===== src/rtl/fft2d_pkg.sv =====
package fft2d_pkg;

  // transform geometry
  localparam int N_PT      = 4;            // points per 1-D transform
  localparam int FRAME_LEN = N_PT * N_PT;  // samples per 2-D frame
  localparam int PT_W      = 2;            // index within a row or column
  localparam int FRAME_W   = 4;            // index within a frame

  // radix-4 butterfly with twiddles of +-1 and +-j only,
  // so each stage grows by log2(4) bits and stays exact
  localparam int GROWTH_W  = 2;

  // corner-turn bank life cycle
  typedef enum logic [1:0] {
    BANK_FILL,   // accepting row results
    BANK_FULL,   // all sixteen written, waiting for the reader
    BANK_DRAIN   // being read column by column
  } bank_state_e;

endpackage


===== src/rtl/dft4_stage.sv =====
`timescale 1ns/1ps

module dft4_stage
  import fft2d_pkg::*;
#(
  parameter int IN_W = 16
) (
  input  logic                            clk,
  input  logic                            reset,
  input  logic                            in_valid,
  input  logic signed [IN_W-1:0]          in_re,
  input  logic signed [IN_W-1:0]          in_im,
  output logic                            out_valid,
  output logic signed [IN_W+GROWTH_W-1:0] out_re,
  output logic signed [IN_W+GROWTH_W-1:0] out_im
);

  localparam int OUT_W = IN_W + GROWTH_W;  // full growth, no scaling

  logic [PT_W-1:0]         in_idx;            // position in current group
  logic signed [IN_W-1:0]  coll_re [N_PT-1];  // samples 0..2 of the group
  logic signed [IN_W-1:0]  coll_im [N_PT-1];
  logic signed [OUT_W-1:0] x_re [N_PT];       // whole group, slot 3 is live input
  logic signed [OUT_W-1:0] x_im [N_PT];
  logic signed [OUT_W-1:0] a_re, a_im;        // x0 + x2
  logic signed [OUT_W-1:0] b_re, b_im;        // x0 - x2
  logic signed [OUT_W-1:0] c_re, c_im;        // x1 + x3
  logic signed [OUT_W-1:0] d_re, d_im;        // x1 - x3
  logic signed [OUT_W-1:0] bin_re [N_PT];
  logic signed [OUT_W-1:0] bin_im [N_PT];
  logic signed [OUT_W-1:0] res_re [N_PT];     // result bank, head is next bin
  logic signed [OUT_W-1:0] res_im [N_PT];
  logic [PT_W-1:0]         emit_idx;          // bin currently at the head
  logic                    emit_busy;
  logic                    group_done;

  assign group_done = in_valid && (in_idx == PT_W'(N_PT - 1));  // fourth sample

  always_ff @(posedge clk)
  begin
    if (reset)
      in_idx <= '0;
    else if (in_valid)
      in_idx <= in_idx + 1'b1;  // wraps every group
  end

  // first three samples parked, fourth used straight from the port
  always_ff @(posedge clk)
  begin
    if (in_valid && !group_done)
    begin
      coll_re[in_idx] <= in_re;
      coll_im[in_idx] <= in_im;
    end
  end

  always_comb
  begin
    for (int i = 0; i < N_PT - 1; i++)
    begin
      x_re[i] = OUT_W'(coll_re[i]);  // sign extend to output width
      x_im[i] = OUT_W'(coll_im[i]);
    end
    x_re[N_PT-1] = OUT_W'(in_re);
    x_im[N_PT-1] = OUT_W'(in_im);

    a_re = x_re[0] + x_re[2];
    a_im = x_im[0] + x_im[2];
    b_re = x_re[0] - x_re[2];
    b_im = x_im[0] - x_im[2];
    c_re = x_re[1] + x_re[3];
    c_im = x_im[1] + x_im[3];
    d_re = x_re[1] - x_re[3];
    d_im = x_im[1] - x_im[3];

    // W = -j, so bin 1 takes b - j*d and bin 3 takes b + j*d
    bin_re[0] = a_re + c_re;
    bin_im[0] = a_im + c_im;
    bin_re[1] = b_re + d_im;  // -j*d swaps re/im
    bin_im[1] = b_im - d_re;
    bin_re[2] = a_re - c_re;
    bin_im[2] = a_im - c_im;
    bin_re[3] = b_re - d_im;  // +j*d
    bin_im[3] = b_im + d_re;
  end

  // load on group end, else shift toward the head
  always_ff @(posedge clk)
  begin
    if (group_done)
    begin
      res_re <= bin_re;
      res_im <= bin_im;
    end
    else if (emit_busy)
    begin
      for (int i = 0; i < N_PT - 1; i++)
      begin
        res_re[i] <= res_re[i+1];
        res_im[i] <= res_im[i+1];
      end
    end
  end

  always_ff @(posedge clk)
  begin
    if (reset)
    begin
      emit_busy <= 1'b0;
      emit_idx  <= '0;
    end
    else if (group_done)
    begin
      emit_busy <= 1'b1;  // new load wins over the last bin of the old one
      emit_idx  <= '0;
    end
    else if (emit_busy)
    begin
      emit_idx <= emit_idx + 1'b1;
      if (emit_idx == PT_W'(N_PT - 1))
        emit_busy <= 1'b0;  // bin 3 leaving now
    end
  end

  assign out_valid = emit_busy;
  assign out_re    = res_re[0];
  assign out_im    = res_im[0];

endmodule


===== src/rtl/corner_turn.sv =====
`timescale 1ns/1ps

module corner_turn
  import fft2d_pkg::*;
#(
  parameter int DATA_W = 18
) (
  input  logic                     clk,
  input  logic                     reset,
  input  logic                     wr_valid,
  input  logic signed [DATA_W-1:0] wr_re,
  input  logic signed [DATA_W-1:0] wr_im,
  output logic                     rd_valid,
  output logic signed [DATA_W-1:0] rd_re,
  output logic signed [DATA_W-1:0] rd_im
);

  // two banks back to back, bank select is the address msb
  logic signed [DATA_W-1:0] mem_re [2*FRAME_LEN];
  logic signed [DATA_W-1:0] mem_im [2*FRAME_LEN];
  bank_state_e              bank_state [2];

  logic                     wr_bank;   // bank being filled
  logic [FRAME_W-1:0]       wr_ptr;    // row-major, row in upper bits
  logic                     wr_done;   // sixteenth write of a bank
  logic                     rd_bank;   // bank being or next to be drained
  logic [FRAME_W-1:0]       rd_ptr;    // column in upper bits, row in lower
  logic [FRAME_W-1:0]       rd_addr;   // transposed back to row-major
  logic                     rd_busy;
  logic                     rd_done;   // last read of the drain
  logic                     nxt_bank;  // candidate for the next drain

  assign wr_done  = wr_valid && (wr_ptr == FRAME_W'(FRAME_LEN - 1));
  assign rd_busy  = (bank_state[rd_bank] == BANK_DRAIN);
  assign rd_done  = rd_busy && (rd_ptr == FRAME_W'(FRAME_LEN - 1));
  assign nxt_bank = rd_done ? ~rd_bank : rd_bank;  // hand over without a gap
  assign rd_addr  = {rd_ptr[PT_W-1:0], rd_ptr[FRAME_W-1:PT_W]};  // swap row/col

  always_ff @(posedge clk)
  begin
    if (wr_valid)
    begin
      mem_re[{wr_bank, wr_ptr}] <= wr_re;
      mem_im[{wr_bank, wr_ptr}] <= wr_im;
    end
  end

  // registered read port
  always_ff @(posedge clk)
  begin
    if (rd_busy)
    begin
      rd_re <= mem_re[{rd_bank, rd_addr}];
      rd_im <= mem_im[{rd_bank, rd_addr}];
    end
  end

  always_ff @(posedge clk)
  begin
    if (reset)
    begin
      bank_state[0] <= BANK_FILL;
      bank_state[1] <= BANK_FILL;
      wr_bank       <= 1'b0;
      wr_ptr        <= '0;
      rd_bank       <= 1'b0;
      rd_ptr        <= '0;
      rd_valid      <= 1'b0;
    end
    else
    begin
      rd_valid <= rd_busy;  // data lands with the read register

      if (wr_valid)
        wr_ptr <= wr_ptr + 1'b1;  // wraps into the next bank
      if (wr_done)
      begin
        bank_state[wr_bank] <= BANK_FULL;
        wr_bank             <= ~wr_bank;
      end

      if (rd_busy)
        rd_ptr <= rd_ptr + 1'b1;
      if (rd_done)
      begin
        bank_state[rd_bank] <= BANK_FILL;  // free for the writer again
        rd_bank             <= ~rd_bank;
      end

      // reader idle or finishing, start on a full bank
      // a bank filling this cycle still reads FILL here, so no early start
      if ((!rd_busy || rd_done) && (bank_state[nxt_bank] == BANK_FULL))
        bank_state[nxt_bank] <= BANK_DRAIN;
    end
  end

endmodule


===== src/rtl/fft2d_top.sv =====
`timescale 1ns/1ps

module fft2d_top
  import fft2d_pkg::*;
#(
  parameter int SAMPLE_W = 16
) (
  input  logic                                clk,
  input  logic                                reset,
  input  logic                                in_valid,
  input  logic signed [SAMPLE_W-1:0]          in_data,
  output logic                                out_valid,
  output logic                                out_last,
  output logic signed [SAMPLE_W+2*GROWTH_W-1:0] out_re,
  output logic signed [SAMPLE_W+2*GROWTH_W-1:0] out_im
);

  localparam int ROW_W = SAMPLE_W + GROWTH_W;  // after row transform
  localparam int COL_W = ROW_W + GROWTH_W;     // after column transform

  logic                    row_valid;
  logic signed [ROW_W-1:0] row_re;
  logic signed [ROW_W-1:0] row_im;
  logic                    turn_valid;
  logic signed [ROW_W-1:0] turn_re;
  logic signed [ROW_W-1:0] turn_im;
  logic                    col_valid;
  logic signed [COL_W-1:0] col_re;
  logic signed [COL_W-1:0] col_im;
  logic [FRAME_W-1:0]      out_cnt;  // position of next output in frame

  dft4_stage #(.IN_W(SAMPLE_W)) row_fft_i (
    .clk(clk), .reset(reset), .in_valid(in_valid),
    .in_re(in_data), .in_im('0),  // real input only
    .out_valid(row_valid), .out_re(row_re), .out_im(row_im)
  );

  corner_turn #(.DATA_W(ROW_W)) turn_i (
    .clk(clk), .reset(reset), .wr_valid(row_valid), .wr_re(row_re), .wr_im(row_im),
    .rd_valid(turn_valid), .rd_re(turn_re), .rd_im(turn_im)
  );

  dft4_stage #(.IN_W(ROW_W)) col_fft_i (
    .clk(clk), .reset(reset), .in_valid(turn_valid), .in_re(turn_re), .in_im(turn_im),
    .out_valid(col_valid), .out_re(col_re), .out_im(col_im)
  );

  always_ff @(posedge clk)
  begin
    if (reset)
    begin
      out_valid <= 1'b0;
      out_last  <= 1'b0;
      out_cnt   <= '0;
    end
    else
    begin
      out_valid <= col_valid;
      out_last  <= col_valid && (out_cnt == FRAME_W'(FRAME_LEN - 1));  // 16th
      if (col_valid)
        out_cnt <= out_cnt + 1'b1;
    end
  end

  always_ff @(posedge clk)
  begin
    if (col_valid)
    begin
      out_re <= col_re;
      out_im <= col_im;
    end
  end

endmodule


===== config.mk =====
export PLATFORM = sky130hd
export DESIGN_NAME = fft2d_top
export DESIGN_NICKNAME = d
export VERILOG_FILES = /design/src/rtl/fft2d_pkg.sv /design/src/rtl/dft4_stage.sv /design/src/rtl/corner_turn.sv /design/src/rtl/fft2d_top.sv
export SDC_FILE = /design/constraint.sdc
export NUM_CORES = 2
export LEC_CHECK = 0
export BUFFER_PORTS_ARGS = -buffer_cell sky130_fd_sc_hd__buf_2
export CAP_MARGIN = 20
export CORE_MARGIN = 8
export CORE_UTILIZATION = 40
export CTS_CLUSTER_DIAMETER = 200
export DETAILED_ROUTE_END_ITERATION = 8
export PLACE_DENSITY = 0.63
export SYNTH_ARGS = -nofsm -noshare
export SYNTH_HDL_FRONTEND = slang
export SYNTH_SLANG_ARGS = --single-unit

===== constraint.sdc =====
create_clock -name clk -period 9.9 [get_ports clk]
set_clock_uncertainty 0.15 [all_clocks]
set_input_delay 1.98 -clock clk [delete_from_list [all_inputs] [get_ports clk]]
set_output_delay 1.98 -clock clk [all_outputs]
set_load 0.03 [all_outputs]

# [Word-level counts from Yosys, hierarchy flattened]
# Memories as Yosys holds them, arrays and structs flattened. A register that Yosys moved wholly into a read port is not among the register bits.
# Cells that the tools add are included.
[totals] regBits=371 ramBits=1312 input_bits=19 out_inout_bits=42 elab_cells=143 memories=6
[mem_list] memory="turn_i.mem_im" words=32 word_bits=18 rd=1 rd_clocked_by_memory_dff=1 write_ports=1 line="corner_turn.sv:20" text="logic signed [DATA_W-1:0] mem_im [2*FRAME_LEN];"
[mem_list] memory="turn_i.mem_re" words=32 word_bits=18 rd=1 rd_clocked_by_memory_dff=1 write_ports=1 line="corner_turn.sv:19" text="logic signed [DATA_W-1:0] mem_re [2*FRAME_LEN];"
[mem_list] memory="col_fft_i.coll_im" words=3 word_bits=18 rd=3 rd_clocked_by_memory_dff=0 write_ports=1 line="dft4_stage.sv:22" text="logic signed [IN_W-1:0] coll_im [N_PT-1];"
[mem_list] memory="col_fft_i.coll_re" words=3 word_bits=18 rd=3 rd_clocked_by_memory_dff=0 write_ports=1 line="dft4_stage.sv:21" text="logic signed [IN_W-1:0] coll_re [N_PT-1];"
[mem_list] memory="row_fft_i.coll_re" words=3 word_bits=16 rd=3 rd_clocked_by_memory_dff=0 write_ports=1 line="dft4_stage.sv:21"
[mem_list] memory="turn_i.bank_state" words=2 word_bits=2 rd=2 rd_clocked_by_memory_dff=1 write_ports=3 line="corner_turn.sv:21" text="bank_state_e bank_state [2];"
[classes] n_addsub=37 eq_ne=9 n_mux=39 bitwise=2 reduce_logical=18
[ops] op="$mux W60" n=4
[ops] op="$mux W54" n=4
[ops] op="$add A20 B20 Y20" n=4
[ops] op="$sub A20 B20 Y20" n=4
[ops] op="$add A18 B18 Y19" n=4
[ops] op="$sub A18 B18 Y19" n=4
[ops] op="$add A17 B16 Y18 const B" n=2
[ops] op="$add A18 B18 Y18" n=2
[ops] op="$sub A17 B16 Y18 const B" n=2
[ops] op="$sub A18 B18 Y18" n=2
[ops] op="$add A16 B16 Y17" n=2
[ops] op="$sub A16 B16 Y17" n=2
[ops] op="$mux W1" n=29
[ops] op="$add A16 B16 Y17 const AB" n=1
[ops] op="$sub A16 B16 Y17 const AB" n=1
[ops] op="$add A4 B1 Y4 const B" n=3
[ops] op="$eq A4 B4 Y1 const B" n=3
[ops] op="$eq A2 B2 Y1 const B" n=5
[ops] op="$add A2 B1 Y2 const B" n=4
[ops] op="$logic_and A1 B1 Y1" n=8
[ops] op="$reduce_or A2 Y1" n=4
[ops] op="$mux W2" n=2
[ops] op="$reduce_bool A2 Y1" n=2
[ops] op="$logic_not A1 Y1" n=3
[ops] op="3 further kinds" n=4

# [Longest topological paths before layout]
# An unclocked memory read counts as a cell.
[depth] word_depth=9 ltp_mapped=23 depth_no_buf=23

# [Hierarchy]
# From an unflattened synthesis, not the netlist that was laid out.
[unflattened] hier_cells=7281 hier_area_um2=93292.0
[modules_own_cells] mod="corner_turn" n_inst=1 cells_each=2048 area_each_um2=45402.3 seq_area_each_um2=35974.5
[modules_own_cells] mod="dft4_stage (col_fft_i)" n_inst=1 cells_each=2793 area_each_um2=24838.8 seq_area_each_um2=8147.8
[modules_own_cells] mod="dft4_stage (row_fft_i)" n_inst=1 cells_each=2378 area_each_um2=21588.2 seq_area_each_um2=7307.0
[modules_own_cells] mod="fft2d_top" n_inst=1 cells_each=62 area_each_um2=1462.7 seq_area_each_um2=1321.3

# [Least setup slack after synthesis]
# Ideal clock, no wire load.
[synth_timing] path_kind="in2reg" start="input in_data[0]" end="register row_fft_i.res_re[33] (netlist name) (data pin)" setup_ns=0.263 t_arrival_ns=5.166 required_ns=9.487 setup_slack_ns=4.320 cell_stages=20 path_buffers=1 path_cell_list="ha_1 -> inv_1 -> fa_1 -> o21bai_1 -> a21oi_1 -> o21bai_1 -> a21oi_1 -> o21bai_1 -> a221oi_1 -> nor2b_1 -> xnor2_1 -> ha_1 -> clkbuf_1 -> inv_1 -> a22o_1 -> inv_1 -> o41ai_1 -> o41ai_1 -> xnor2_1 -> o21ai_1"
[synth_between] elab_chain_cells=3
[synth_rtl] element="start: declaration" line="fft2d_top.sv:11" text="input logic signed [SAMPLE_W-1:0] in_data,"
[synth_rtl] element="$add A16 B16 Y17" line="dft4_stage.sv:71" text="c_re = x_re[1] + x_re[3];"
[synth_rtl] element="$sub A18 B18 Y18" line="dft4_stage.sv:81" text="bin_re[2] = a_re - c_re;"
[synth_rtl] element="$mux W54" line="dft4_stage.sv:90" text="if (group_done)"
[synth_rtl] element="end signal: assignment" line="dft4_stage.sv:92" text="res_re <= bin_re;"
[synth_rtl] element="end signal: indexed assignment" line="dft4_stage.sv:99" text="res_re[i] <= res_re[i+1];"
[synth_rtl] element="end: declaration" line="dft4_stage.sv:31" text="logic signed [OUT_W-1:0] res_re [N_PT];"
# Every way passes these cells.
# A chain may end at the register's enable or synchronous reset.

# [Worst setup path in the final report]
[layout_timing] start="register turn_i.rd_im[0], read port of turn_i.mem_im" end="register col_fft_i.res_re[58] (netlist name) (data pin)"
[layout_between] elab_chain_cells=3
[layout_rtl] element="start: declaration" line="corner_turn.sv:15" text="output logic signed [DATA_W-1:0] rd_im"
[layout_rtl] element="$sub A18 B18 Y19" line="dft4_stage.sv:74" text="d_im = x_im[1] - x_im[3];"
[layout_rtl] element="$add A20 B20 Y20" line="dft4_stage.sv:79" text="bin_re[1] = b_re + d_im;"
[layout_rtl] element="$mux W60" line="dft4_stage.sv:90"
[layout_rtl] element="end signal: assignment" line="dft4_stage.sv:92"
[layout_rtl] element="end signal: indexed assignment" line="dft4_stage.sv:99"
[layout_rtl] element="end: declaration" line="dft4_stage.sv:31"
# Every way passes these cells.

==> out/qor.csv <==
metric;value;unit
clk_latency;0.81;ns
overflow;0;
async_reset_ff_share;0;%
ys_seq_area_share;62.9;%
synth_top_area_share;62.1;%
cp_num_buf_inv;2;
clock_sinks;1716;
vdd_drop_max;0.141;mV
firstDrtPassIters;6;
critical_path.slowest_cell;a2111oi_0;
grt_first_pass_wirelength;284000;µm
cts_buffers;173;
pwr-share-seq;52.9;%
fillers;17600;
vias;45000;
cp_common_cell;nor2_1;
initial_core_util;40.3;%
hold_depth;0;
syn-num-nets;5915;
synth_common_cells;1,685 x edfxtp_1, 411 x ha_1, 361 x inv_1;
fmax;169;MHz
grt_max_degree;135;
grt_usage;17.0;%
p_leak;30.9;nW
routabilityCongestion;0.868;
ys.flop_type;edfxtp_1;
rows;165;
rsz0062_at_grt;false;
cts.path.max_buffers;3;
cp_max_fo;6;
ys_types;86;
final_antenna_net_count;0;
syn_inst;5463;
cts.reportedPaths.clkPinSlew;0.06;ns
cts_tree;yes;
ioPinCount;61;
drc;0;
yosys_warnings;0;
cts_resized;0;
drv_cap;0;
p_int;11.8;mW
cp.depth;21;
timing.final.crit_period;5.90;ns
routedWlPerCell;22.9;µm
area_delta_synth_final;11.0;%
drt-total-wl;190000;µm
tightestPinTransition;1.10;ns
totalNegativeSetupSlack;0;ns
antenna_found_initial;3;
r2r-start;turn_i.rd_im[0];
drive_gt1_share;15.0;%
p_per_area;167;nW/µm²
nets;5959;
cpLargestDelayFamily;compound AO/OA/AOI/OAI gates;
die-area;218000;µm²
status;complete, no violations;
fin_crit_sh;59.6;%
finalPower;15.1;mW
diodes;0;
clkPwrFrac;42.8;%
reg2reg_depth;21;
post_cts_buffers;0;
portBuffers;60;
p_sw;3.26;mW
worstSetupPathType;register to register;
grt_pass1_vias;45100;
pwr-share-comb;4.4;%
yosysTopAreaCell;edfxtp_1;
syn_avg_cell_area;14.9;µm²
htree_levels;4;
hold_path.class;register to register;
final_max_slew_viol_count;0;
end_kind;register;
fp.dieH;467;µm
required;10.40;ns
hold_buffers;0;
ys_seq_elements;1716;
synth.most_common_cell;edfxtp_1;
finalSetupViolCount;0;
die_w;467;µm
worstPathCellList;ha_1 -> inv_1 -> fa_1 -> a21o_1 -> a21o_1 -> a21oi_1 -> o21ai_0 -> a41oi_1 -> a21boi_0 -> o21a_1 -> nor2_1 -> xnor2_1 -> ha_1 -> inv_1 -> nor2_1 -> nor2_1 -> o21ai_0 -> a2111oi_0 -> nor3b_1 -> or4_1 -> nand3_1;
ys_top_cells_by_area;edfxtp_1 62%, mux4_2 10%, ha_1 6.3%, xnor2_1 2.8%, inv_1 1.7%;
hold_start;col_fft_i.out_im[11];
hold_violations;0;
crit_path_start_kind;register;
drtIter0Drc;4118;
swShare;21.7;%
cts_root_buf;clkbuf_16;
via_per_inst;5.40;
whs_endpoint;out_im[11];
core-area;202000;µm²
hpwl;121000;µm
max_stage_delay;0.56;ns
crit_arrival;6.40;ns
synth_edf_count;1685;
relSlewSlack;26.6;%
rr_endpoint;col_fft_i.res_re[58];
netlist_area;81400;µm²
r2r_slack;4.00;ns
[per-stage QoR]
stage / area [µm²] / utilization, % / hold WS, ns / std cells / setup WS, ns
2_1_floorplan: 81400 / - / 0.250 / 5463 / 4.32
3_3_place_gp: 84900 / 41.9 / 0.251 / 8002 / 3.20
3_5_place_dp: 84900 / 41.9 / 0.255 / 8003 / 3.22
4_1_cts: 90400 / 44.7 / 0.243 / 8317 / 4.02
5_1_grt: 90400 / 44.7 / 0.262 / 8318 / 3.48
6_report: 90400 / 44.7 / 0.249 / 8318 / 4.00
[power groups by stage]
stage | sequential (mW) | clock (mW) | combinational (mW)
floorplan | 8.11 | 0 | 0.491
global placement | 8.11 | 0 | 0.650
detailed placement | 8.12 | 0 | 0.656
CTS | 7.96 | 6.57 | 0.660
global route | 7.96 | 6.82 | 0.731
finish | 7.96 | 6.44 | 0.658
[layout make-up]
class | count | area [µm²] | area share [%]
Clock buffer | 215 | 4530 | 5.01
Tap cell | 2672 | 3340 | 3.70
Inverter | 363 | 1360 | 1.51
Timing Repair Buffer | 117 | 763 | 0.844
Multi-Input combinational cell | 3136 | 28200 | 31.2
Clock inverter | 99 | 1010 | 1.12
Sequential cell | 1716 | 51200 | 56.7
[flip-flops by register name, indices dropped and copies added, names as in the netlist, 18 cells and up]
name,flops
row_fft_i.res_im,52
out_im,20
row_fft_i.out_re,18
col_fft_i.res_re,60
col_fft_i.coll_im,54
row_fft_i.coll_re,48
turn_i.rd_re,18
turn_i.mem_re,576
col_fft_i.out_re,20
row_fft_i.res_re,53
turn_i.rd_im,18
out_re,20
col_fft_i.out_im,20
turn_i.mem_im,576
col_fft_i.res_im,60
col_fft_i.coll_re,54
row_fft_i.out_im,18
[routing by layer]
| layer | routed length (µm) | GRT usage [%] |
|---|---|---|
| met1 | 81000 | 22.4 |
| met2 | 93300 | 29.3 |
| met3 | 10200 | 2.63 |
| met4 | 5620 | 4.90 |
| met5 | 0 | 0 |
[cells by family after synthesis]
logic type               synth area share [%]
buffers and inverters                    2.85
flip-flops                               62.9
XOR/XNOR                                 3.75
multiplexers                             10.7
AO/OA/AOI/OAI                            6.87
adder cells (fa/ha/maj)                  6.85
AND/OR/NAND/NOR                          6.10
[worst max-delay path by stage]
stage,startpoint,to,slack [ns]
2_1_floorplan,in_data[0],row_fft_i.res_re[33],4.32
3_3_place_gp,in_data[2],row_fft_i.out_re[16],3.20
3_5_place_dp,in_data[2],row_fft_i.out_re[16],3.22
4_1_cts,turn_i.rd_im[0],col_fft_i.res_re[58],4.02
5_1_grt,turn_i.rd_im[0],col_fft_i.res_re[58],3.48
6_report,turn_i.rd_im[0],col_fft_i.res_re[58],4.00
[layout by cell type, fill, tap and decap left out, types with 173 or more instances in the layout]
cell / instances
edfxtp_1: 1685
ha_1: 411
mux4_2: 360
inv_1: 359
nor2_1: 304
nand2_1: 293
xnor2_1: 260
a21oi_1: 248
o21ai_0: 231
clkbuf_16: 173
Power figures use the tool's default switching activity.
